## config.mk

```make
export PLATFORM = sky130hd
export DESIGN_NAME = ara_top
export DESIGN_NICKNAME = d
export VERILOG_FILES = /design/src/common/ara_cfg_pkg.sv /design/src/common/ara_insn_pkg.sv /design/src/hw/ara_top.sv /design/src/hw/mask_unit.sv /design/src/lane/lane.sv /design/src/hw/sequencer.sv /design/src/hw/dispatcher.sv
export SDC_FILE = /design/constraint.sdc
export NUM_CORES = 2
export LEC_CHECK = 0
export BUFFER_PORTS_ARGS = -buffer_cell sky130_fd_sc_hd__buf_2
export CORE_ASPECT_RATIO = 2
export CORE_MARGIN = 2
export CORE_UTILIZATION = 45
export CTS_CLUSTER_DIAMETER = 200
export DETAILED_ROUTE_END_ITERATION = 8
export PLACE_DENSITY_LB_ADDON = 0.25
export RECOVER_POWER = 100
export SYNTH_ARGS = -nofsm -noshare
export SYNTH_HDL_FRONTEND = slang
export SYNTH_SLANG_ARGS = --single-unit
```

## constraint.sdc

```tcl
create_clock -name clk_i -period 13.82 [get_ports clk_i]
set_input_delay 2.764 -clock clk_i [delete_from_list [all_inputs] [get_ports clk_i]]
set_output_delay 2.764 -clock clk_i [all_outputs]
set_load 0.005 [all_outputs]
```

## src/common/ara_cfg_pkg.sv

```systemverilog
package ara_cfg_pkg;

  //////////////////////////////////////////////////////////////////////
  // Machine sizes
  //////////////////////////////////////////////////////////////////////

  localparam int unsigned NR_LANES = 2;
  localparam int unsigned ELEM_W   = 16;
  localparam int unsigned NR_VREGS = 8;
  localparam int unsigned REG_W    = 3;
  localparam int unsigned VLMAX    = 8;

  // Elements of one register held by each lane
  localparam int unsigned SLOTS = VLMAX / NR_LANES;

  // Holds vl values 0 to VLMAX
  localparam int unsigned VL_W = 4;

  // Lanes first, mask unit is the last PE
  localparam int unsigned NR_PES = NR_LANES + 1;

  //////////////////////////////////////////////////////////////////////
  // Derived index widths
  //////////////////////////////////////////////////////////////////////

  localparam int unsigned SLOT_W = $clog2(SLOTS);
  localparam int unsigned CNT_W  = $clog2(SLOTS + 1);
  localparam int unsigned IDX_W  = $clog2(VLMAX);
  localparam int unsigned LANE_W = $clog2(NR_LANES);

endpackage
```

## src/common/ara_insn_pkg.sv

```systemverilog
package ara_insn_pkg;

  //////////////////////////////////////////////////////////////////////
  // Opcodes
  //////////////////////////////////////////////////////////////////////

  typedef enum logic [2:0] {
    VADD    = 3'd0,
    VSUB    = 3'd1,
    VAND    = 3'd2,
    VXOR    = 3'd3,
    VMV_VX  = 3'd4,
    VEXT_XS = 3'd5,
    VCPOP   = 3'd6,
    VSETVL  = 3'd7
  } vop_e;

  //////////////////////////////////////////////////////////////////////
  // Core interface
  //////////////////////////////////////////////////////////////////////

  typedef struct packed {
    vop_e                            op;
    logic [ara_cfg_pkg::REG_W-1:0]   vd;
    logic [ara_cfg_pkg::REG_W-1:0]   vs1;
    logic [ara_cfg_pkg::REG_W-1:0]   vs2;
    logic [ara_cfg_pkg::ELEM_W-1:0]  scalar;
  } core_req_t;

  typedef struct packed {
    logic [ara_cfg_pkg::ELEM_W-1:0] result;
  } core_resp_t;

  //////////////////////////////////////////////////////////////////////
  // Internal traffic
  //////////////////////////////////////////////////////////////////////

  // Request broadcast to the processing elements, carries the vl in force
  typedef struct packed {
    vop_e                            op;
    logic [ara_cfg_pkg::REG_W-1:0]   vd;
    logic [ara_cfg_pkg::REG_W-1:0]   vs1;
    logic [ara_cfg_pkg::REG_W-1:0]   vs2;
    logic [ara_cfg_pkg::ELEM_W-1:0]  scalar;
    logic [ara_cfg_pkg::VL_W-1:0]    vl;
  } pe_req_t;

  // last without valid marks the end of an empty stream
  typedef struct packed {
    logic                           valid;
    logic                           last;
    logic [ara_cfg_pkg::ELEM_W-1:0] data;
  } lane_operand_t;

endpackage

```

## src/hw/ara_top.sv

```systemverilog
`timescale 1ns/1ps

module ara_top (
  input  logic                     clk_i,
  input  logic                     rst_i,
  input  ara_insn_pkg::core_req_t  acc_req_i,
  input  logic                     acc_req_valid_i,
  output logic                     acc_req_ready_o,
  output ara_insn_pkg::core_resp_t acc_resp_o,
  output logic                     acc_resp_valid_o,
  input  logic                     acc_resp_ready_i
);

  import ara_cfg_pkg::*;
  import ara_insn_pkg::*;

  //////////////////////////////////////////////////////////////////////
  // Dispatcher
  //////////////////////////////////////////////////////////////////////

  pe_req_t           disp_req;
  logic              issue;
  logic              seq_done;
  logic [ELEM_W-1:0] seq_scalar;

  dispatcher dispatcher_inst (
    .clk_i            (clk_i),
    .rst_i            (rst_i),
    .acc_req_i        (acc_req_i),
    .acc_req_valid_i  (acc_req_valid_i),
    .acc_req_ready_o  (acc_req_ready_o),
    .acc_resp_o       (acc_resp_o),
    .acc_resp_valid_o (acc_resp_valid_o),
    .acc_resp_ready_i (acc_resp_ready_i),
    .pe_req_o         (disp_req),
    .issue_o          (issue),
    .seq_done_i       (seq_done),
    .seq_scalar_i     (seq_scalar)
  );

  //////////////////////////////////////////////////////////////////////
  // Sequencer
  //////////////////////////////////////////////////////////////////////

  pe_req_t                      pe_req;
  logic          [NR_PES-1:0]   pe_start;
  logic          [NR_PES-1:0]   pe_done;
  lane_operand_t [NR_LANES-1:0] lane_operand;
  logic          [ELEM_W-1:0]   mask_result;

  sequencer sequencer_inst (
    .clk_i          (clk_i),
    .rst_i          (rst_i),
    .pe_req_i       (disp_req),
    .issue_i        (issue),
    .seq_done_o     (seq_done),
    .seq_scalar_o   (seq_scalar),
    .pe_req_o       (pe_req),
    .pe_start_o     (pe_start),
    .pe_done_i      (pe_done),
    .lane_operand_i (lane_operand),
    .mask_result_i  (mask_result)
  );

  //////////////////////////////////////////////////////////////////////
  // Lanes and mask unit
  //////////////////////////////////////////////////////////////////////

  for (genvar l = 0; l < NR_LANES; l++) begin : gen_lanes
    lane #(
      .LANE_ID (l)
    ) lane_inst (
      .clk_i     (clk_i),
      .rst_i     (rst_i),
      .pe_req_i  (pe_req),
      .start_i   (pe_start[l]),
      .done_o    (pe_done[l]),
      .operand_o (lane_operand[l])
    );
  end

  // Mask unit sits on the last PE slot
  mask_unit mask_unit_inst (
    .clk_i          (clk_i),
    .rst_i          (rst_i),
    .start_i        (pe_start[NR_PES-1]),
    .lane_operand_i (lane_operand),
    .done_o         (pe_done[NR_PES-1]),
    .result_o       (mask_result)
  );

endmodule

```

## src/hw/mask_unit.sv

```systemverilog
`timescale 1ns/1ps

module mask_unit (
  input  logic                                                   clk_i,
  input  logic                                                   rst_i,
  input  logic                                                   start_i,
  input  ara_insn_pkg::lane_operand_t [ara_cfg_pkg::NR_LANES-1:0] lane_operand_i,
  output logic                                                   done_o,
  output logic [ara_cfg_pkg::ELEM_W-1:0]                         result_o
);

  import ara_cfg_pkg::*;
  import ara_insn_pkg::*;

  typedef enum logic {
    IDLE,
    COUNT
  } state_e;

  state_e              state_q;
  logic [NR_LANES-1:0] last_q;
  logic [NR_LANES-1:0] last_now;
  logic [ELEM_W-1:0]   cnt_q;
  logic [ELEM_W-1:0]   beat_sum;

  // Active bits arriving this cycle from all lanes
  always_comb begin
    beat_sum = '0;
    for (int l = 0; l < NR_LANES; l++) begin
      beat_sum    = beat_sum + ELEM_W'(lane_operand_i[l].valid & lane_operand_i[l].data[0]);
      last_now[l] = last_q[l] | lane_operand_i[l].last;
    end
  end

  //////////////////////////////////////////////////////////////////////
  // Counting
  //////////////////////////////////////////////////////////////////////

  always_ff @(posedge clk_i) begin
    if (rst_i) begin
      state_q <= IDLE;
      last_q  <= '0;
      done_o  <= 1'b0;
    end else begin
      done_o <= 1'b0;
      case (state_q)
        IDLE: begin
          if (start_i) begin
            last_q  <= '0;
            state_q <= COUNT;
          end
        end
        COUNT: begin
          last_q <= last_now;
          if (&last_now) begin
            done_o  <= 1'b1;
            state_q <= IDLE;
          end
        end
        default: state_q <= IDLE;
      endcase
    end
  end

  always_ff @(posedge clk_i) begin
    if ((state_q == IDLE) && start_i) begin
      cnt_q <= '0;
    end else if (state_q == COUNT) begin
      cnt_q    <= cnt_q + beat_sum;
      result_o <= cnt_q + beat_sum;
    end
  end

endmodule

```

## src/lane/lane.sv

```systemverilog
`timescale 1ns/1ps

module lane #(
  parameter int unsigned LANE_ID = 0
) (
  input  logic                        clk_i,
  input  logic                        rst_i,
  input  ara_insn_pkg::pe_req_t       pe_req_i,
  input  logic                        start_i,
  output logic                        done_o,
  output ara_insn_pkg::lane_operand_t operand_o
);

  import ara_cfg_pkg::*;
  import ara_insn_pkg::*;

  typedef enum logic {
    IDLE,
    RUN
  } state_e;

  // Register slice: slot s of a register holds element s*NR_LANES+LANE_ID
  logic [ELEM_W-1:0] vrf_q [NR_VREGS][SLOTS];

  state_e            state_q;
  pe_req_t           req_q;
  logic [SLOT_W-1:0] slot_q;
  logic [CNT_W-1:0]  remain_q;
  logic              empty_q;
  logic [CNT_W-1:0]  elem_cnt;
  logic [SLOT_W-1:0] first_slot;
  logic [IDX_W-1:0]  ext_idx;
  logic              streaming;
  logic [ELEM_W-1:0] opa;
  logic [ELEM_W-1:0] opb;
  logic [ELEM_W-1:0] alu_res;

  //////////////////////////////////////////////////////////////////////
  // Work out the active elements at start
  //////////////////////////////////////////////////////////////////////

  assign ext_idx = pe_req_i.scalar[IDX_W-1:0];

  always_comb begin
    if (pe_req_i.op == VEXT_XS) begin
      // Extract ignores vl, always a single element
      elem_cnt   = CNT_W'(1);
      first_slot = ext_idx[IDX_W-1:LANE_W];
    end else begin
      elem_cnt   = CNT_W'((int'(pe_req_i.vl) + NR_LANES - 1 - LANE_ID) / NR_LANES);
      first_slot = '0;
    end
  end

  //////////////////////////////////////////////////////////////////////
  // Element ALU
  //////////////////////////////////////////////////////////////////////

  assign opa = vrf_q[req_q.vs2][slot_q];
  assign opb = vrf_q[req_q.vs1][slot_q];

  // vs2 op vs1, wrapping at ELEM_W
  always_comb begin
    case (req_q.op)
      VADD:    alu_res = opa + opb;
      VSUB:    alu_res = opa - opb;
      VAND:    alu_res = opa & opb;
      VXOR:    alu_res = opa ^ opb;
      VMV_VX:  alu_res = req_q.scalar;
      default: alu_res = opa;
    endcase
  end

  assign streaming = (state_q == RUN) && (req_q.op inside {VCPOP, VEXT_XS});

  assign operand_o.valid = streaming;
  assign operand_o.last  = (streaming && (remain_q == CNT_W'(1))) || empty_q;
  assign operand_o.data  = opa;

  //////////////////////////////////////////////////////////////////////
  // Slot walk and write-back
  //////////////////////////////////////////////////////////////////////

  always_ff @(posedge clk_i) begin
    if (rst_i) begin
      state_q <= IDLE;
      done_o  <= 1'b0;
      empty_q <= 1'b0;
      for (int r = 0; r < NR_VREGS; r++) begin
        for (int s = 0; s < SLOTS; s++) begin
          vrf_q[r][s] <= '0;
        end
      end
    end else begin
      done_o  <= 1'b0;
      empty_q <= 1'b0;
      case (state_q)
        IDLE: begin
          if (start_i) begin
            if (elem_cnt == '0) begin
              // Nothing to do here, end the stream right away
              done_o  <= 1'b1;
              empty_q <= (pe_req_i.op inside {VCPOP, VEXT_XS});
            end else begin
              state_q <= RUN;
            end
          end
        end
        RUN: begin
          if (!(req_q.op inside {VCPOP, VEXT_XS})) begin
            vrf_q[req_q.vd][slot_q] <= alu_res;
          end
          if (remain_q == CNT_W'(1)) begin
            done_o  <= 1'b1;
            state_q <= IDLE;
          end
        end
        default: state_q <= IDLE;
      endcase
    end
  end

  always_ff @(posedge clk_i) begin
    if ((state_q == IDLE) && start_i) begin
      req_q    <= pe_req_i;
      slot_q   <= first_slot;
      remain_q <= elem_cnt;
    end else if (state_q == RUN) begin
      slot_q   <= slot_q + 1'b1;
      remain_q <= remain_q - 1'b1;
    end
  end

endmodule

```

## src/hw/sequencer.sv

```systemverilog
`timescale 1ns/1ps

module sequencer (
  input  logic                                                   clk_i,
  input  logic                                                   rst_i,
  input  ara_insn_pkg::pe_req_t                                  pe_req_i,
  input  logic                                                   issue_i,
  output logic                                                   seq_done_o,
  output logic [ara_cfg_pkg::ELEM_W-1:0]                         seq_scalar_o,
  output ara_insn_pkg::pe_req_t                                  pe_req_o,
  output logic [ara_cfg_pkg::NR_PES-1:0]                         pe_start_o,
  input  logic [ara_cfg_pkg::NR_PES-1:0]                         pe_done_i,
  input  ara_insn_pkg::lane_operand_t [ara_cfg_pkg::NR_LANES-1:0] lane_operand_i,
  input  logic [ara_cfg_pkg::ELEM_W-1:0]                         mask_result_i
);

  import ara_cfg_pkg::*;
  import ara_insn_pkg::*;

  typedef enum logic {
    IDLE,
    WAIT
  } state_e;

  state_e              state_q;
  logic [NR_PES-1:0]   pending_q;
  logic [NR_PES-1:0]   pending_next;
  logic [NR_PES-1:0]   start_mask;
  logic [LANE_W-1:0]   owner;
  logic [LANE_W-1:0]   owner_q;

  // Lane that holds element (scalar mod VLMAX)
  assign owner = pe_req_i.scalar[LANE_W-1:0];

  //////////////////////////////////////////////////////////////////////
  // Units taking part
  //////////////////////////////////////////////////////////////////////

  always_comb begin
    start_mask = '0;
    case (pe_req_i.op)
      VEXT_XS: start_mask[owner] = 1'b1;
      VCPOP: begin
        start_mask[NR_LANES-1:0] = '1;
        start_mask[NR_PES-1]     = 1'b1;
      end
      default: start_mask[NR_LANES-1:0] = '1;
    endcase
  end

  assign pending_next = pending_q & ~pe_done_i;

  //////////////////////////////////////////////////////////////////////
  // Issue and completion
  //////////////////////////////////////////////////////////////////////

  always_ff @(posedge clk_i) begin
    if (rst_i) begin
      state_q    <= IDLE;
      pending_q  <= '0;
      pe_start_o <= '0;
      seq_done_o <= 1'b0;
    end else begin
      pe_start_o <= '0;
      seq_done_o <= 1'b0;
      case (state_q)
        IDLE: begin
          if (issue_i) begin
            pe_start_o <= start_mask;
            pending_q  <= start_mask;
            state_q    <= WAIT;
          end
        end
        WAIT: begin
          pending_q <= pending_next;
          if (pending_next == '0) begin
            seq_done_o <= 1'b1;
            state_q    <= IDLE;
          end
        end
        default: state_q <= IDLE;
      endcase
    end
  end

  // Broadcast request and scalar capture
  always_ff @(posedge clk_i) begin
    if (issue_i && (state_q == IDLE)) begin
      pe_req_o <= pe_req_i;
      owner_q  <= owner;
    end
    if (state_q == WAIT) begin
      if ((pe_req_o.op == VEXT_XS) && lane_operand_i[owner_q].valid) begin
        seq_scalar_o <= lane_operand_i[owner_q].data;
      end
      if (pe_done_i[NR_PES-1]) begin
        seq_scalar_o <= mask_result_i;
      end
    end
  end

endmodule

```

## src/hw/dispatcher.sv

```systemverilog
`timescale 1ns/1ps

module dispatcher (
  input  logic                             clk_i,
  input  logic                             rst_i,
  input  ara_insn_pkg::core_req_t          acc_req_i,
  input  logic                             acc_req_valid_i,
  output logic                             acc_req_ready_o,
  output ara_insn_pkg::core_resp_t         acc_resp_o,
  output logic                             acc_resp_valid_o,
  input  logic                             acc_resp_ready_i,
  output ara_insn_pkg::pe_req_t            pe_req_o,
  output logic                             issue_o,
  input  logic                             seq_done_i,
  input  logic [ara_cfg_pkg::ELEM_W-1:0]   seq_scalar_i
);

  import ara_cfg_pkg::*;
  import ara_insn_pkg::*;

  typedef enum logic [1:0] {
    IDLE,
    BUSY,
    RESPOND
  } state_e;

  state_e          state_q;
  logic [VL_W-1:0] vl_q;
  logic [VL_W-1:0] vl_new;
  logic            accept;

  assign acc_req_ready_o  = (state_q == IDLE);
  assign acc_resp_valid_o = (state_q == RESPOND);
  assign accept           = acc_req_valid_i && acc_req_ready_o;

  // Requested length clamped to VLMAX
  always_comb begin
    if (acc_req_i.scalar > ELEM_W'(VLMAX)) begin
      vl_new = VL_W'(VLMAX);
    end else begin
      vl_new = acc_req_i.scalar[VL_W-1:0];
    end
  end

  //////////////////////////////////////////////////////////////////////
  // Control FSM
  //////////////////////////////////////////////////////////////////////

  always_ff @(posedge clk_i) begin
    if (rst_i) begin
      state_q <= IDLE;
      vl_q    <= VL_W'(VLMAX);
      issue_o <= 1'b0;
    end else begin
      issue_o <= 1'b0;
      case (state_q)
        IDLE: begin
          if (accept) begin
            // VSETVL never leaves the dispatcher
            if (acc_req_i.op == VSETVL) begin
              vl_q    <= vl_new;
              state_q <= RESPOND;
            end else begin
              issue_o <= 1'b1;
              state_q <= BUSY;
            end
          end
        end
        BUSY: begin
          if (seq_done_i) begin
            state_q <= RESPOND;
          end
        end
        RESPOND: begin
          if (acc_resp_ready_i) begin
            state_q <= IDLE;
          end
        end
        default: state_q <= IDLE;
      endcase
    end
  end

  //////////////////////////////////////////////////////////////////////
  // Request and response payload
  //////////////////////////////////////////////////////////////////////

  always_ff @(posedge clk_i) begin
    if (accept) begin
      pe_req_o.op     <= acc_req_i.op;
      pe_req_o.vd     <= acc_req_i.vd;
      pe_req_o.vs1    <= acc_req_i.vs1;
      pe_req_o.vs2    <= acc_req_i.vs2;
      pe_req_o.scalar <= acc_req_i.scalar;
      pe_req_o.vl     <= vl_q;
      if (acc_req_i.op == VSETVL) begin
        acc_resp_o.result <= ELEM_W'(vl_new);
      end
    end
    if ((state_q == BUSY) && seq_done_i) begin
      // Only extract and popcount return a scalar
      if (pe_req_o.op inside {VEXT_XS, VCPOP}) begin
        acc_resp_o.result <= seq_scalar_i;
      end else begin
        acc_resp_o.result <= '0;
      end
    end
  end

endmodule

```

[After elaboration in Yosys (flattened, before gate mapping)]
Memory sizes are Yosys's and may differ from the RTL's. A register that Yosys moved wholly into a read port is not among the register bits.
Cells that the tools add are included.
Cells by class
  add/subtract/negate cells: 13
  multipliers: 0
  divide/modulo/power cells: 0
  order comparisons: 8
  eq/ne operators: 26
  shifts and indexed selects: 0
  mux-type cells: 96
  bitwise logic cells: 24
  reduce and logical (&&, ||, !) cells: 45
Operators with widths (count)
  2-to-1 mux 64 bit: 6
  2-to-1 mux 16 bit: 16
  one-hot mux 16 bit (5 select lines): 2
  binary-select mux 16 bit (select 2 bit): 4
  OR reduction 64 bit: 2
  adder 16 bit: 4
  demux 16 bit (select 2 bit): 2
  2-to-1 mux 3 bit: 13
  2-to-1 mux 18 bit: 2
  == test 3 bit, second input constant: 11
  AND 16 bit: 2
  subtractor 16 bit: 2
  bitwise XOR 16 bit: 2
  2-to-1 mux 1 bit: 29
  2-to-1 mux 2 bit: 11
  nonzero test 2 bit: 9
  greater-than comparator 16 x 4 -> 1 bit, second input constant: 1
  zero test 3 bit: 5
  logical AND 1 bit: 14
  == test 3 x 1 -> 1 bit, second input constant: 4
  == test 3 x 2 -> 1 bit, second input constant: 4
  inverter 1 bit: 12
  one-hot mux 1 bit (2 select lines): 6
  AND reduction 2 bit: 4
  29 further kinds: 45
Word-level totals
  register bits: 220
  latch bits: 0
  memory bits (writable): 1024
  ROM bits: 0
  input port bits: 32
  output and inout bits: 18
  word-level logic and storage cells: 261
  memories: 2
Memory list
  gen_lanes[0].lane_inst.vrf_q: depth 8, width 64, rd ports 2, clocked after Yosys merged registers in 2, write ports 8, RTL line lane.sv:23  | logic [ELEM_W-1:0] vrf_q [NR_VREGS][SLOTS];
  gen_lanes[1].lane_inst.vrf_q: depth 8, width 64, rd ports 2, clocked after Yosys merged registers in 2, write ports 8, RTL line lane.sv:23

[Depth between registers and ports, before layout]
  depth after elaboration: 10
  depth in mapped cells: 29
  mapped depth without buffers: 21

[By module]
A second synthesis with hierarchy kept.
Second synthesis, totals
  cells, all modules: 4934
  area total of the unflattened synthesis: 66417.4 um^2
By module, submodules not included
  lane at gen_lanes[1].lane_inst: times used 1, cells each 2291, area each 30401.7 um^2, sequential area each 16545.9 um^2
  lane at gen_lanes[0].lane_inst: times used 1, cells each 2267, area each 30362.9 um^2, sequential area each 16545.9 um^2
  sequencer: times used 1, cells each 138, area each 2159.6 um^2, sequential area each 1601.5 um^2
  dispatcher: times used 1, cells each 104, area each 1934.4 um^2, sequential area each 1581.5 um^2
  mask_unit: times used 1, cells each 134, area each 1559.0 um^2, sequential area each 880.8 um^2

[Worst setup path after synthesis]
No wires, ideal clock.
  path type: register to register
  start: reg with a tool-made name
  end: mem gen_lanes[0].lane_inst.vrf_q[2][12] (netlist name) (data pin)
  setup time: 0.267 ns
  data arrival time: 6.079 ns
  required time: 13.553 ns
  slack: 7.474 ns
  stages on the path, launching flop included: 27
  path buffers: 8
  period minus slack after synthesis: 6.346 ns
  cell sequence: dfxtp_1 -> buf_6 -> buf_8 -> buf_6 -> buf_6 -> buf_2 -> buf_2 -> clkbuf_1 -> mux4_2 -> mux4_2 -> nand2_1 -> o21a_1 -> ha_1 -> nor2_1 -> xnor2_1 -> ha_1 -> nor2b_1 -> o21ai_0 -> a21oi_1 -> o21a_1 -> o21ai_0 -> a21oi_1 -> o31ai_1 -> mux2_2 -> o32ai_1 -> clkbuf_1 -> nor2_1
RTL lines (RTL line)
  to (decl): lane.sv:23

==> results.json <==
{
  "busiest_layer": "met2",
  "path_max_fanout": 57,
  "setup_ws_ps": 3250,
  "die_h_um": 541,
  "drc": 0,
  "cts_root_buf": "clkbuf_16",
  "finClkSkew_ps": 47.1,
  "yosysMostFrequentCell": "edfxtp_1",
  "violations": "capacitance limit, slew limit",
  "post-cts-setup-buffers": 0,
  "ys_seq_elements": 1255,
  "synth-edff-count": 1202,
  "ys_seq_area_share_pct": 57.2,
  "avgViaCountPerCell": 6.48,
  "power_density_nw_per_um2": 127,
  "use_met2_pct": 55.2,
  "fin_setup_tns_ps": 0,
  "cts_made_buffers": 111,
  "maxCapViolCount": 20,
  "grt.total_usage_pct": 31.8,
  "finalSetupViolCount": 0,
  "grt_max_degree": 147,
  "use_met3_pct": 4.70,
  "worstMarginPinSlew_ps": 3690,
  "fin_nets": 4836,
  "drive_above_1_share_pct": 18.9,
  "leakagePower_uw": 0.0244,
  "rsz0062_at_grt": "no",
  "ios": 50,
  "cts_resized": 0,
  "h-tree-depth": 3,
  "clk_transition_reported_paths_ps": 70,
  "grt_pass1_wl_um": 327000,
  "first_global_vias": 43707,
  "critPathLaunch": "rst_i",
  "crit_path_end_kind": "flop",
  "antenna_found_initial": 18,
  "die-area_um2": 148000,
  "dpl.hpwl_um": 161000,
  "wl_per_cell_um": 34.9,
  "placementRows": 197,
  "grt_overflow": 0,
  "vdd_ir_drop_max_mv": 0.124,
  "critPathRequiredTime_ps": 14100,
  "syn_nets": 4883,
  "path_class": "in -> reg",
  "core_area_um2": 144000,
  "max_slew_margin_pct": -146,
  "fillers": 12441,
  "async_reset_ff_share_pct": 0,
  "clk_path_buf_depth": 3,
  "ys.warnings.count": 0,
  "hold_start": "dispatcher_inst.pe_req_o[26]",
  "first_pass_iters": 6,
  "cp.arrival_ps": 10850,
  "status": "complete, but fails checks",
  "yosys-top-cells-count": "edfxtp_1 (1202), nor2_1 (1058), mux4_2 (534), clkbuf_1 (281), nand2_1 (281)",
  "finalHoldViolCount": 0,
  "max_freq_mhz": 94.6,
  "clk_latency_ps": 760,
  "place_ws_ps": 6390,
  "start_kind": "input port",
  "worstHoldPathType": "reg -> reg",
  "synth_top_area_share_pct": 55.6,
  "synth_area_um2": 64900,
  "period_needed_ps": 10570,
  "maxSlewViolCount": 508,
  "first_iter_violations": 5509,
  "vias": 43510,
  "met1_usage_pct": 32.4,
  "post-route-period-util_pct": 76.5,
  "avgSynthCellArea_um2": 13.6,
  "ys.flop_type": "edfxtp_1",
  "syn-instance-count": 4769,
  "synth_area_leaders": "edfxtp_1 (56%), mux4_2 (19%), nor2_1 (6.1%), mux2i_1 (2.4%), dfxtp_1 (1.6%)",
  "place.gp.congestion": 1.01,
  "yosysTopAreaCell": "edfxtp_1",
  "die-width_um": 273,
  "cts.hold.buffers_added": 0,
  "yosysUniqueCellTypes": 79,
  "cts_tree": "done",
  "cts.sinks": 1255,
  "syn_to_final_growth_pct": 9.29,
  "initial_utilization_pct": 45.2,
  "portBuffers": 49,
  "wirelength_um": 235000,
  "ant_nets": 0
}
==> layout by cell type, fill, tap and decap left out, types with 14 or more instances in the layout <==
cell,synthesis,final
a211oi_1,20,20
a21oi_1,98,97
a22oi_1,95,94
and2_0,0,19
and3_1,15,15
buf_4,9,69
bufinv_16,0,17
clkbuf_1,281,181
clkbuf_16,0,111
clkinv_1,2,17
clkinv_2,0,17
dfxtp_1,53,42
edfxtp_1,1202,1202
ha_1,79,79
inv_1,49,49
mux2_2,25,23
mux2i_1,154,154
mux4_2,534,534
nand2_1,281,281
nand2b_1,91,91
nand3_1,48,48
nand4_1,14,14
nor2_1,1058,1056
nor2_2,30,31
nor2b_1,27,27
nor3_1,55,55
nor3b_1,21,21
o21ai_0,119,117
o22ai_1,35,17
o22ai_2,0,17
xnor2_1,38,38
xor2_1,29,29
==> report_power, final <==
| group | leakage, µW | internal, µW | total, µW | switching, µW |
|---|---|---|---|---|
| clock | 0.00182 | 1820 | 3320 | 1500 |
| sequential | 0.0126 | 4290 | 4380 | 94.5 |
| combinational | 0.00992 | 441 | 1330 | 892 |
==> flip-flops by register name (all words and copies together), names as in the netlist, named ones only <==
signal                        cells
gen_lanes.lane_inst.slot_q        4
sequencer_inst.pending_q          3
gen_lanes.lane_inst.state_q       2
sequencer_inst.pe_start_o         3
dispatcher_inst.state_q           2
sequencer_inst.state_q            1
mask_unit_inst.done_o             1
gen_lanes.lane_inst.req_q        56
dispatcher_inst.issue_o           1
gen_lanes.lane_inst.vrf_q      1024
dispatcher_inst.acc_resp_o       16
dispatcher_inst.pe_req_o         32
gen_lanes.lane_inst.remain_q      6
mask_unit_inst.state_q            1
gen_lanes.lane_inst.empty_q       2
dispatcher_inst.vl_q              4
gen_lanes.lane_inst.done_o        2
mask_unit_inst.last_q             2
sequencer_inst.seq_done_o         1
mask_unit_inst.result_o          16
sequencer_inst.seq_scalar_o      16
mask_unit_inst.cnt_q             16
sequencer_inst.pe_req_o          32
==> per-layer routing <==
metal	share of wire, %	wire length [µm]
met3	6.9	16200
met2	51	120000
met5	0.026	61
met4	12	28100
met1	30	70400
==> cell families after synthesis <==
family                     Yosys count  share of synthesized area, %
muxes                              713                          21.3
and+or+nand+nor                   1729                          11.5
buffers and inverters              458                          2.89
DFF                               1255                          57.2
AOI/OAI and AO/OA                  465                          4.60
xor gates and xnor gates            67                         0.904
adders and majority gates           82                          1.61
==> area by class of cell <==
| class | instances | area (µm²) | share of cell area (%) |
|---|---|---|---|
| Inverter | 53 | 199 | 0.280 |
| Sequential cell | 1255 | 37200 | 52.4 |
| Clock inverter | 76 | 915 | 1.29 |
| Multi-Input combinational cell | 3056 | 26200 | 36.9 |
| Tap cell | 1890 | 2360 | 3.33 |
| Timing Repair Buffer | 245 | 1250 | 1.77 |
| Clock buffer | 131 | 2870 | 4.05 |
| Antenna cell | 10 | 25.0 | 0.0353 |
==> worst max-delay path: stages <==
cell and delay (ps):
clkbuf_1 1050, clkbuf_1 2620, nor3b_1 1240, and2_0 670, nand2_1 110, clkbuf_1 1100, nand2b_1 580, clkbuf_1 640
==> final timing paths <==
check                                   endpoint  slack (ps)  cells past startpoint
max reg2reg  gen_lanes[0].lane_inst.vrf_q[1][15]        3810                     16
max          gen_lanes[0].lane_inst.vrf_q[7][22]        3250                      8
min                  sequencer_inst.pe_req_o[26]         420                      0
min reg2reg          sequencer_inst.pe_req_o[26]         420                      0
==> stage by stage <==
step / cells / instance area (µm²) / power (µW) / hold slack [ps] / util, %
2_1_floorplan: 4769 / 64900 / 5230 / 400 / -
3_3_place_gp: 6499 / 67700 / 5750 / 401 / 47.1
3_5_place_dp: 6499 / 67700 / 5770 / 405 / 47.1
4_1_cts: 6706 / 71500 / 9030 / 420 / 49.7
5_1_grt: 6710 / 71000 / 9240 / 423 / 49.4
6_report: 6716 / 71000 / 9030 / 422 / 49.4
(Power assumes the default switching activity.)
